**src/design/soc_mem_pkg.sv**
```systemverilog
/*
 * Widths, address map and halfword timing shared by the memory subsystem.
 * Latencies count clocks per halfword phase and must cover the parts' access time.
 * LAT_CNT_W is sized from FLASH_LATENCY, which is assumed to be the longer one.
 */
package soc_mem_pkg;

	// --------------------------------------------------
	// Bus and board widths
	// --------------------------------------------------
	localparam int WB_ADR_W    = 32;
	localparam int WB_DAT_W    = 32;
	localparam int WB_SEL_W    = 4;
	localparam int MEM_ADR_W   = 26;
	localparam int MEM_DAT_W   = 16;
	// Halfword address widths of the two parts
	localparam int SRAM_ADR_W  = 23;
	localparam int FLASH_ADR_W = 24;
	// Byte address inside block RAM, 1024 words
	localparam int BRAM_ADR_W  = 12;

	// --------------------------------------------------
	// Address map
	// --------------------------------------------------
	localparam logic [2:0]  SRAM_REGION  = 3'h4;
	localparam logic [2:0]  FLASH_REGION = 3'h5;
	localparam logic [14:0] BRAM_REGION  = 15'h0000;

	// Clocks per halfword phase
	localparam int SRAM_LATENCY  = 5;
	localparam int FLASH_LATENCY = 8;
	localparam int LAT_CNT_W     = $clog2(FLASH_LATENCY + 1);

	typedef enum logic [1:0] {SLV_NONE, SLV_BRAM, SLV_SRAM, SLV_FLASH} slave_sel_t;

	// Phase sequence of both halfword controllers
	typedef enum logic [1:0] {PH_IDLE, PH_HI, PH_LO, PH_ACK} mem_phase_t;

endpackage

```
**src/design/norflash16.sv**
```systemverilog
`timescale 1ns/1ps
/*
 * Read-only 16-bit NOR flash controller, high halfword first.
 * Writes get an immediate ack and never reach the pins.
 */
module norflash16 import soc_mem_pkg::*; (
	input  logic                   clk_i,
	input  logic                   rst_n_i,
	input  logic                   cyc_i,
	input  logic                   stb_i,
	input  logic                   we_i,
	input  logic [WB_ADR_W-1:0]    adr_i,
	input  logic [MEM_DAT_W-1:0]   mem_d_i,
	output logic [WB_DAT_W-1:0]    dat_o,
	output logic                   ack_o,
	output logic [FLASH_ADR_W-1:0] flash_adr_o,
	output logic                   flash_oe_n_o,
	output logic                   flash_ce_n_o
);
	mem_phase_t           state;
	logic [LAT_CNT_W-1:0] wait_cnt;
	logic                 busy;
	logic                 lo_half;
	logic                 phase_done;

	assign busy       = (state == PH_HI) || (state == PH_LO);
	assign lo_half    = (state == PH_LO);
	assign phase_done = (wait_cnt == '0);

	always_ff @(posedge clk_i) begin
		if (!rst_n_i) begin
			state    <= PH_IDLE;
			wait_cnt <= '0;
			ack_o    <= 1'b0;
		end else begin
			ack_o <= 1'b0;
			case (state)
				PH_IDLE: if (cyc_i && stb_i) begin
					if (we_i) begin
						// Program cycles unsupported, swallow it
						state <= PH_ACK;
						ack_o <= 1'b1;
					end else begin
						state    <= PH_HI;
						wait_cnt <= LAT_CNT_W'(FLASH_LATENCY - 1);
					end
				end
				PH_HI: if (phase_done) begin
					state    <= PH_LO;
					wait_cnt <= LAT_CNT_W'(FLASH_LATENCY - 1);
				end else begin
					wait_cnt <= wait_cnt - 1'b1;
				end
				PH_LO: if (phase_done) begin
					state <= PH_ACK;
					ack_o <= 1'b1;
				end else begin
					wait_cnt <= wait_cnt - 1'b1;
				end
				default: state <= PH_IDLE;
			endcase
		end
	end

	// Assemble the word at the end of each phase
	always_ff @(posedge clk_i) begin
		if (busy && phase_done) begin
			if (lo_half)
				dat_o[MEM_DAT_W-1:0] <= mem_d_i;
			else
				dat_o[WB_DAT_W-1:MEM_DAT_W] <= mem_d_i;
		end
	end

	assign flash_adr_o  = {adr_i[FLASH_ADR_W:2], lo_half};
	assign flash_oe_n_o = !busy;
	assign flash_ce_n_o = !busy;

endmodule

```
**config.mk**
```make
export PLATFORM = sky130hd
export DESIGN_NAME = norflash16
export DESIGN_NICKNAME = d
export VERILOG_FILES = /design/src/design/soc_mem_pkg.sv /design/src/design/norflash16.sv
export SDC_FILE = /design/constraint.sdc
export NUM_CORES = 1
export LEC_CHECK = 0
export BUFFER_PORTS_ARGS = -buffer_cell sky130_fd_sc_hd__buf_4
export CAP_MARGIN = 20
export CORE_MARGIN = 3
export CORE_UTILIZATION = 30
export CTS_BUF_LIST = sky130_fd_sc_hd__clkbuf_4 sky130_fd_sc_hd__clkbuf_8
export DETAILED_ROUTE_END_ITERATION = 6
export GPL_TIMING_DRIVEN = 0
export PLACE_DENSITY = 0.64
export SKIP_CTS_REPAIR_TIMING = 1
export SYNTH_ARGS = -nofsm -noshare
export SYNTH_HDL_FRONTEND = slang
export SYNTH_SLANG_ARGS = --single-unit
```
**constraint.sdc**
```tcl
create_clock -name clk_i -period 5.9 [get_ports clk_i]
set_input_delay 0.59 -clock clk_i [delete_from_list [all_inputs] [get_ports clk_i]]
set_output_delay 0.59 -clock clk_i [all_outputs]
set_load 0.01 [all_outputs]
```
==> impl_metrics.json, run 1 <==
{
  "status": "complete, no violations",
  "vias": 1146,
  "synth_fp_nets": 170,
  "synth_top_area_frac": 0.594,
  "synth_most_common_cell": "edfxtp_1",
  "clkTransAtPathRegs_ns": 0.07,
  "end_kind": "primary output",
  "cts_tree": "yes",
  "cts_root_buf": "clkbuf_8",
  "cts_buffers": 5,
  "synth.avg_cell_area_um2": 14.4,
  "dr.first_iter.drc_count": 29,
  "first_pass_iters": 4,
  "hp-class": "in2reg",
  "leakage_nw": 1.07,
  "totalPowerFinal_mw": 1.04,
  "wl_per_cell_um": 11.8,
  "reg2regPathDepth": 5,
  "nets": 257,
  "worstPathRequired_ns": 5.31,
  "syn_area_um2": 1620,
  "row_count": 26,
  "antenna_found_initial": 0,
  "fin_skew_ns": 0.00399,
  "hp-start": "mem_d_i[14]",
  "critPathArrivalTime_ns": 1.49,
  "wl_mm": 3.19,
  "drive_above_1_share": 0.605,
  "ys.flop_type": "edfxtp_1",
  "holdPathStages": 1,
  "hold_viol": 0,
  "syn_inst": 112,
  "ant_nets": 0,
  "diodes": 0,
  "grt_max_degree": 17,
  "rsz0062_at_grt": "no",
  "yosys_register_bits": 39,
  "cellPowerDensity_nw_per_um2": 424,
  "die_w_um": 79.4,
  "area_growth_pct": 51.5,
  "die_area_um2": 6310,
  "drt-vias-per-instance": 4.24,
  "yosysSeqAreaShare": 0.681,
  "grt-ovfl-total": 0,
  "htreeDepth": 2,
  "holdPathEnd": "dat_o[30]$_DFFE_PP_",
  "dp_hpwl_mm": 2.58,
  "rr_startpoint": "state[0]$_SDFFE_PN0P_",
  "fmax_ghz": 0.480,
  "grt_pass1_wl_mm": 4.89,
  "finalSetupViolations": 0,
  "yosysTopAreaCell": "edfxtp_1",
  "nFillCells": 477,
  "synth-edff-count": 32,
  "yosysWarnings": 0,
  "yosysUniqueCellTypes": 26,
  "clk_latency_ns": 0.28,
  "ir_drop_v": 0.000209,
  "crit_type": "reg2out",
  "num_io_pins": 112,
  "r2r_slack_ns": 3.83,
  "initial_core_util": 0.313,
  "clk_path_buf_depth": 2,
  "relSlewSlack": 0.499,
  "drc": 0,
  "grtUsageTotal": 0.102,
  "numPortBuffers": 79,
  "worst_pin_slew_ns": 0.747,
  "period_share": 0.353,
  "worstPathMaxFanout": 5,
  "die_h_um": 79.4,
  "globalplace.congestion": 0.787,
  "core-area_um2": 5170,
  "r2r_end": "dat_o[25]$_DFFE_PP_",
  "worst_setup_path_start_kind": "flip-flop",
  "fin_crit_ns": 2.08,
  "maxCapViolCount": 0,
  "slew_violations": 0,
  "grt_pass1_vias": 1100,
  "cts.sinks": 39,
  "synth.cells.most_frequent": "edfxtp_1 (32), buf_4 (25), dfxtp_1 (7), inv_1 (6)",
  "synthTopCellsByArea": "edfxtp_1 (59%), buf_4 (12%), dfxtp_1 (8.7%), ha_1 (3.9%), a21oi_1 (1.5%)",
  "synthArstFlopShare": 0,
  "fin_setup_tns_ns": 0
}
## critical path, cell delays in order (launching register included)
cell,delay [ns]
dfxtp_1,0.38
inv_1,0.08
ha_1,0.34
inv_1,0.17
buf_4,0.13
buf_4,0.11
## power by group
group	switching, mW	leakage (nW)	internal [mW]	total [mW]
clock network	0.0833	0.0688	0.173	0.257
registers	0.0287	0.350	0.375	0.404
logic	0.198	0.651	0.181	0.379
total	0.310	1.07	0.730	1.04
## layout by cell type (no fill, tap or decap), types with 2 or more instances in the layout
cell / synthesis / routed
nand2_1: 5 / 5
inv_1: 6 / 6
buf_4: 25 / 104
o221a_2: 2 / 2
nor2_1: 5 / 5
a21oi_1: 5 / 5
nand4_1: 2 / 2
bufinv_16: 0 / 2
ha_1: 5 / 5
dfxtp_1: 7 / 7
edfxtp_1: 32 / 32
nor4_1: 2 / 2
clkbuf_8: 0 / 5
## layout make-up
type,count,area [um2],area share
Tap cell,70,87.6,0.0358
Inverter,6,22.5,0.00919
Timing Repair Buffer,80,604,0.247
Multi-Input combinational cell,42,310,0.127
Clock inverter,2,60.1,0.0245
Buffer,25,188,0.0766
Sequential cell,39,1100,0.449
Clock buffer,6,76.3,0.0312
## state kept, by name (all words and copies together) (netlist names)
signal / count
state: 2
dat_o: 32
wait_cnt: 4
ack_o: 1
## stage by stage
| step | cell area, um2 | hold WS [ns] | instances | utilization | setup slack (ns) |
|---|---|---|---|---|---|
| 6_report | 2450 | 0.493 | 270 | 0.474 | 3.82 |
| 5_1_grt | 2450 | 0.471 | 270 | 0.474 | 3.66 |
| 4_1_cts | 2450 | 0.480 | 270 | 0.474 | 3.80 |
| 3_5_place_dp | 2310 | 0.499 | 262 | 0.447 | 3.82 |
| 3_3_place_gp | 2300 | 0.500 | 261 | 0.444 | 2.75 |
| 2_1_floorplan | 1620 | 0.468 | 112 | - | 3.46 |
## per-layer routing
metal  wire [um]  GRT usage  up-vias
li1            -          -      554
met1        1270      0.120      483
met2        1340      0.163      105
met3         558     0.0497        4
met4          19     0.0309        0
met5           0          0        -
## cells by family after synthesis
group / Yosys count / synth area share
adder cells (fa/ha/maj): 5 / 0.0387
multiplexers: 1 / 0.00619
buffers and inverters: 31 / 0.130
AND/OR/NAND/NOR: 19 / 0.0642
flip-flops: 39 / 0.681
AO/OA/AOI/OAI: 17 / 0.0797
## how the worst max path moves through the flow
stage                               start                  end  slack, ns  depth (start not counted)
CTS                 state[0]$_SDFFE_PN0P_         flash_oe_n_o       3.80                          5
detailed placement  state[0]$_SDFFE_PN0P_  dat_o[22]$_DFFE_PP_       3.82                          5
floorplan           state[0]$_SDFFE_PN0P_  dat_o[16]$_DFFE_PP_       3.46                          4
global route        state[0]$_SDFFE_PN0P_  dat_o[16]$_DFFE_PP_       3.66                          5
global placement    state[0]$_SDFFE_PN0P_  dat_o[22]$_DFFE_PP_       2.75                          4
finish              state[0]$_SDFFE_PN0P_         flash_oe_n_o       3.82                          5
Note: power is estimated with default switching activity, not from simulation.
==> run 2, diff against run 1 <==
--- a/config.mk
+++ b/config.mk
@@ -5,6 +5,7 @@
 export SDC_FILE = /design/constraint.sdc
 export NUM_CORES = 1
 export LEC_CHECK = 0
+export ABC_AREA = 1
 export BUFFER_PORTS_ARGS = -buffer_cell sky130_fd_sc_hd__buf_4
 export CAP_MARGIN = 20
 export CORE_MARGIN = 3
==> constraint.sdc (replaced) <==
create_clock -name clk_i -period 2 [get_ports clk_i]
set_input_delay 0.2 -clock clk_i [delete_from_list [all_inputs] [get_ports clk_i]]
set_output_delay 0.2 -clock clk_i [all_outputs]
set_load 0.01 [all_outputs]
==> impl_metrics.json, run 2 <==
{
  "status": "complete, no violations",
  "synth_most_common_cell": "edfxtp_1",
  "grt_max_degree": 19,
  "seqPwrFrac": 0.384,
  "clkTransAtPathRegs_ns": 0.07,
  "dp_hpwl_mm": 2.52,
  "leakage_nw": 1.10,
  "yosys_register_bits": 39,
  "wl_met1_mm": 1.13,
  "synthArstFlopShare": 0,
  "ant_nets": 0,
  "worstPathMaxFanout": 12,
  "initial_core_util": 0.315,
  "finalSetupViolations": 0,
  "cts_root_buf": "clkbuf_8",
  "die_h_um": 79.7,
  "critPathSlowestCell": "dfxtp_1",
  "hold_viol": 0,
  "critPathMostFrequentCell": "inv_1",
  "yosysSeqAreaShare": 0.676,
  "syn_inst": 122,
  "grt-ovfl-total": 0,
  "ir_drop_v": 0.000578,
  "nets": 267,
  "maxCapViolCount": 0,
  "ys.flop_type": "edfxtp_1",
  "critPathArrivalTime_ns": 1.73,
  "row_count": 26,
  "top_register": "dat_o",
  "grt_pass1_vias": 1114,
  "internal_power_mw": 2.31,
  "final_common_cell": "buf_4",
  "die_area_um2": 6350,
  "clk_path_buf_depth": 2,
  "nFillCells": 470,
  "drive_above_1_share": 0.590,
  "die_w_um": 79.7,
  "worstPathRequired_ns": 1.99,
  "worst_pin_slew_ns": 0.549,
  "cts.sinks": 39,
  "synth-edff-count": 32,
  "yosysUniqueCellTypes": 21,
  "slew_violations": 0,
  "syn_area_um2": 1630,
  "core-area_um2": 5170,
  "rsz0062_at_grt": "no",
  "clk_latency_ns": 0.28,
  "fin_area_um2": 2470,
  "fin_crit_ns": 1.75,
  "grt_pass1_wl_mm": 4.73,
  "power_frac_comb": 0.390,
  "p_switching_mw": 1.03,
  "synth_top_area_frac": 0.590,
  "dp.cells": 272,
  "period_share": 0.874,
  "vias": 1135,
  "pwr-share-clk": 0.226,
  "fin_skew_ns": 0.00416,
  "area_growth_pct": 51.6,
  "synth.avg_cell_area_um2": 13.3,
  "top_layer": "met4",
  "largest_register_ffs": 32,
  "hp-class": "in2reg",
  "pre_cts_ws_ns": 0.155,
  "fmax_ghz": 0.572,
  "yosysTopAreaCell": "edfxtp_1",
  "crit_type": "reg2reg",
  "swShare": 0.308,
  "cts_buffers": 5,
  "yosysWarnings": 0,
  "wl_per_cell_um": 11.1,
  "stdcell_count": 280,
  "globalplace.congestion": 0.810,
  "crit_chain": "inv_1 -> ha_1 -> inv_1 -> nor3_4 -> buf_6",
  "wl_met3_um": 464,
  "antenna_found_initial": 0,
  "drc": 0,
  "drt-vias-per-instance": 4.05,
  "relSlewSlack": 0.633,
  "end_kind": "flip-flop",
  "wl_mm": 3.10,
  "largestRegisters": "dat_o: 32 flops, wait_cnt: 4 flops, state: 2 flops",
  "grtUsageTotal": 0.0966,
  "cellPowerDensity_nw_per_um2": 1350,
  "synthTopCellsByArea": "edfxtp_1 (59%), buf_4 (12%), dfxtp_1 (8.6%), ha_1 (3.8%), a21oi_1 (1.8%)",
  "fin_util": 0.477,
  "setup_ws_ns": 0.253,
  "cts_tree": "yes",
  "layout_common_cells": "buf_4 (104), edfxtp_1 (32), inv_1 (8), nand2_1 (8), nor2_1 (8)",
  "critPathMaxStageDelay_ns": 0.39,
  "synth.cells.most_frequent": "edfxtp_1 (32), buf_4 (25), inv_1 (8), nand2_1 (8), nor2_1 (8)",
  "timing.hold.ws_ns": 0.106,
  "numPortBuffers": 79,
  "worst_setup_path_start_kind": "flip-flop",
  "htreeDepth": 2,
  "synth_fp_nets": 180,
  "diodes": 0,
  "first_pass_iters": 4,
  "dr.first_iter.drc_count": 25,
  "placed_area_um2": 2320,
  "wl_met2_mm": 1.46,
  "num_io_pins": 112
}
-- run 2: cell types whose count changed after synthesis, sizes merged, moves of 2 or more --
cell / previous run / this run
a21boi: 2 / 0
nor4: 2 / 0
nand2: 6 / 12
nor2: 6 / 12
o21ai: 1 / 6
nand4: 2 / 0
o221a: 3 / 0
nand3: 0 / 2
inv: 6 / 9
-- run 2: cell type report --
class / count / area, um2 / area share
plain buffers: 25 / 188 / 0.0761
clock buffers: 6 / 76.3 / 0.0309
clock inverters: 2 / 60.1 / 0.0243
inverters: 9 / 33.8 / 0.0137
multi-input cells: 49 / 317 / 0.128
flip-flops and latches: 39 / 1100 / 0.446
well taps: 70 / 87.6 / 0.0355
repair buffers: 80 / 604 / 0.245
-- run 2: per-layer routing --
layer,global-route usage,up-vias
met5,0,-
met3,0.0372,4
met1,0.102,487
met2,0.169,86
met4,0.0412,0
li1,-,558
-- run 2: worst max-delay path: cells and delay by family (launching register included) --
family / cells / cell delay (ns)
buffers and inverters: 3 / 0.42
DFF: 1 / 0.39
adders and majority gates: 1 / 0.34
and+or+nand+nor: 1 / 0.30
-- run 2: final timing paths --
| path | from | to | slack (ns) | cells past startpoint |
|---|---|---|---|---|
| setup / recovery | state[0]$_SDFFE_PN0P_ | dat_o[27]$_DFFE_PP_ | 0.25 | 5 |
| hold / removal | mem_d_i[6] | dat_o[22]$_DFFE_PP_ | 0.11 | 1 |
| setup reg to reg | state[0]$_SDFFE_PN0P_ | dat_o[27]$_DFFE_PP_ | 0.25 | 5 |
| hold reg to reg | wait_cnt[0]$_SDFFE_PN0P_ | wait_cnt[0]$_SDFFE_PN0P_ | 0.49 | 2 |
-- run 2: cells by family (layout without fill, tap and decap cells) --
logic type,after synthesis,after routing,synth area share
flip-flops,39,39,0.676
AO/OA/AOI/OAI,14,14,0.0469
AND/OR/NAND/NOR,29,29,0.0968
buffers and inverters,34,122,0.136
adder cells (fa/ha/maj),5,5,0.0384
XOR/XNOR,1,1,0.00538
-- run 2: through the flow --
step / setup TNS (ns) / power, mW
3_5_place_dp: 0 / 2.61
3_3_place_gp: -5.01 / 2.57
5_1_grt: 0 / 3.56
2_1_floorplan: 0 / 2.03
6_report: 0 / 3.34
4_1_cts: 0 / 3.37
-- run 2: power groups by stage --
stage / Sequential [mW] / Combinational [mW] / Clock, mW
after floorplan: 1.41 / 0.616 / 0
after global placement: 1.30 / 1.27 / 0
after detailed placement: 1.30 / 1.30 / 0
after CTS: 1.28 / 1.31 / 0.777
after global routing: 1.31 / 1.43 / 0.817
final: 1.28 / 1.30 / 0.755
==> run 3, diff against run 2 <==
--- a/config.mk
+++ b/config.mk
@@ -13,7 +13,7 @@
 export CTS_BUF_LIST = sky130_fd_sc_hd__clkbuf_4 sky130_fd_sc_hd__clkbuf_8
 export DETAILED_ROUTE_END_ITERATION = 6
 export GPL_TIMING_DRIVEN = 0
-export PLACE_DENSITY = 0.64
+export PLACE_DENSITY = 0.67
 export SKIP_CTS_REPAIR_TIMING = 1
 export SYNTH_ARGS = -nofsm -noshare
 export SYNTH_HDL_FRONTEND = slang
==> constraint.sdc (replaced) <==
create_clock -name clk_i -period 1.4 [get_ports clk_i]
set_input_delay 0.14 -clock clk_i [delete_from_list [all_inputs] [get_ports clk_i]]
set_output_delay 0.14 -clock clk_i [all_outputs]
set_load 0.01 [all_outputs]
==> impl_metrics.json, run 3 (synthesized netlist as in run 2, its figures left out) <==
{
  "wl_per_cell_um": 11.7,
  "critPathArrivalTime_ns": 1.43,
  "rsz0062_at_grt": "yes",
  "num_io_pins": 112,
  "row_count": 26,
  "critPathMaxStageDelay_ns": 0.38,
  "ir_drop_v": 0.000889,
  "die_h_um": 79.7,
  "fin_area_um2": 2600,
  "cts_tree": "yes",
  "clkTransAtPathRegs_ns": 0.07,
  "worstPathRequired_ns": 1.39,
  "worst_pin_slew_ns": 0.216,
  "top_register": "dat_o",
  "crit_type": "reg2reg",
  "dp_hpwl_mm": 2.61,
  "critPathMostFrequentCell": "inv_4",
  "leakage_nw": 1.14,
  "largestRegisters": "dat_o: 32 flops, wait_cnt: 4 flops, state: 2 flops",
  "failed_checks": "negative setup slack",
  "area_growth_pct": 59.9,
  "cts_root_buf": "clkbuf_8",
  "wl_mm": 3.35,
  "wl_met2_mm": 1.57,
  "ant_nets": 0,
  "period_share": 1.03,
  "relSlewSlack": 0.856,
  "grtUsageTotal": 0.0976,
  "critPathSlowestCell": "dfxtp_4",
  "finalSetupViolations": 16,
  "grt_max_degree": 19,
  "vias": 1194,
  "die_area_um2": 6350,
  "fin_crit_ns": 1.44,
  "layout_common_cells": "buf_4 (105), edfxtp_1 (32), nand2_1 (8), nor2_1 (8), a21oi_1 (6)",
  "htreeDepth": 2,
  "status": "finished with violations",
  "first_pass_iters": 4,
  "grt-ovfl-total": 0,
  "antenna_found_initial": 0,
  "globalplace.congestion": 0.793,
  "diodes": 0,
  "worst_setup_path_start_kind": "flip-flop",
  "grt_pass1_wl_mm": 4.67,
  "holdPathStages": 1,
  "cts_buffers": 5,
  "clk_path_buf_depth": 2,
  "dr.first_iter.drc_count": 29,
  "fin_setup_tns_ns": -0.561,
  "cts.sinks": 39,
  "grt_pass1_vias": 1085,
  "die_w_um": 79.7,
  "wl_met3_um": 497,
  "largest_register_ffs": 32,
  "core-area_um2": 5170,
  "drc": 0,
  "fin_skew_ns": 0.00965,
  "drive_above_1_share": 0.660,
  "setup_ws_ns": -0.0403,
  "slew_violations": 0,
  "reg2regPathDepth": 5,
  "dp.cells": 271,
  "placed_area_um2": 2350,
  "final_common_cell": "buf_4",
  "maxCapViolCount": 0,
  "stdcell_count": 285,
  "clk_latency_ns": 0.28,
  "numPortBuffers": 79,
  "top_layer": "met4",
  "crit_chain": "inv_4 -> ha_4 -> inv_4 -> nor3_4 -> buf_12",
  "cellPowerDensity_nw_per_um2": 2000,
  "worstPathMaxFanout": 16,
  "fmax_ghz": 0.694,
  "hp-class": "in2reg",
  "end_kind": "flip-flop",
  "drt-vias-per-instance": 4.19,
  "hold_viol": 0,
  "nets": 272,
  "wl_met1_mm": 1.21,
  "initial_core_util": 0.315
}
-- run 3: cell types whose count changed in the layout (fill, tap and decap cells not counted), moves of 3 or more --
cell,previous run,this run
inv_1,8,3
ha_1,5,2
inv_2,1,4
ha_4,0,3
dfxtp_1,7,4
-- run 3: worst paths after layout --
check | start | end | slack (ns)
hold reg to reg | wait_cnt[0]$_SDFFE_PN0P_ | wait_cnt[0]$_SDFFE_PN0P_ | 0.51
setup / recovery | state[0]$_SDFFE_PN0P_ | dat_o[30]$_DFFE_PP_ | -0.04
setup reg to reg | state[0]$_SDFFE_PN0P_ | dat_o[30]$_DFFE_PP_ | -0.04
hold / removal | mem_d_i[9] | dat_o[9]$_DFFE_PP_ | 0.04
-- run 3: metal layers --
layer,global-route usage,vias to the layer above
li1,-,572
met1,0.106,515
met2,0.164,101
met3,0.0372,6
met4,0.0498,0
met5,0,-
-- run 3: worst max-delay path, delay by kind of cell, from the launching register on --
kind,cells,cell delay (ns)
adders and majority gates,1,0.28
and+or+nand+nor,1,0.20
DFF,1,0.38
buffers and inverters,3,0.28
-- run 3: area by class of cell --
| cell class | count | area, um2 |
|---|---|---|
| fill | 457 | 2570 |
| timing repair buffer | 85 | 671 |
| inverter | 9 | 38.8 |
| multi-input combinational | 49 | 368 |
| sequential | 39 | 1110 |
| buffer | 25 | 191 |
| clock buffer | 6 | 76.3 |
| tap | 70 | 87.6 |
| clock inverter | 2 | 60.1 |
-- run 3: stage by stage --
step / setup slack (ns) / util / hold slack, ns / power, mW
after detailed placement: -0.350 / 0.455 / 0.328 / 3.85
after global routing: -0.0740 / 0.503 / 0.0278 / 5.50
after global placement: -0.347 / 0.455 / 0.325 / 3.82
after floorplan: -0.128 / - / 0.239 / 3.03
after CTS: -0.372 / 0.481 / 0.0288 / 4.93
final: -0.0403 / 0.503 / 0.0382 / 5.19
-- run 3: power by group --
part	leakage [nW]	total, mW	internal [mW]	switching (mW)
Combinational	0.717	2.26	1.12	1.14
Clock	0.0688	1.07	0.731	0.343
Sequential	0.353	1.86	1.72	0.138
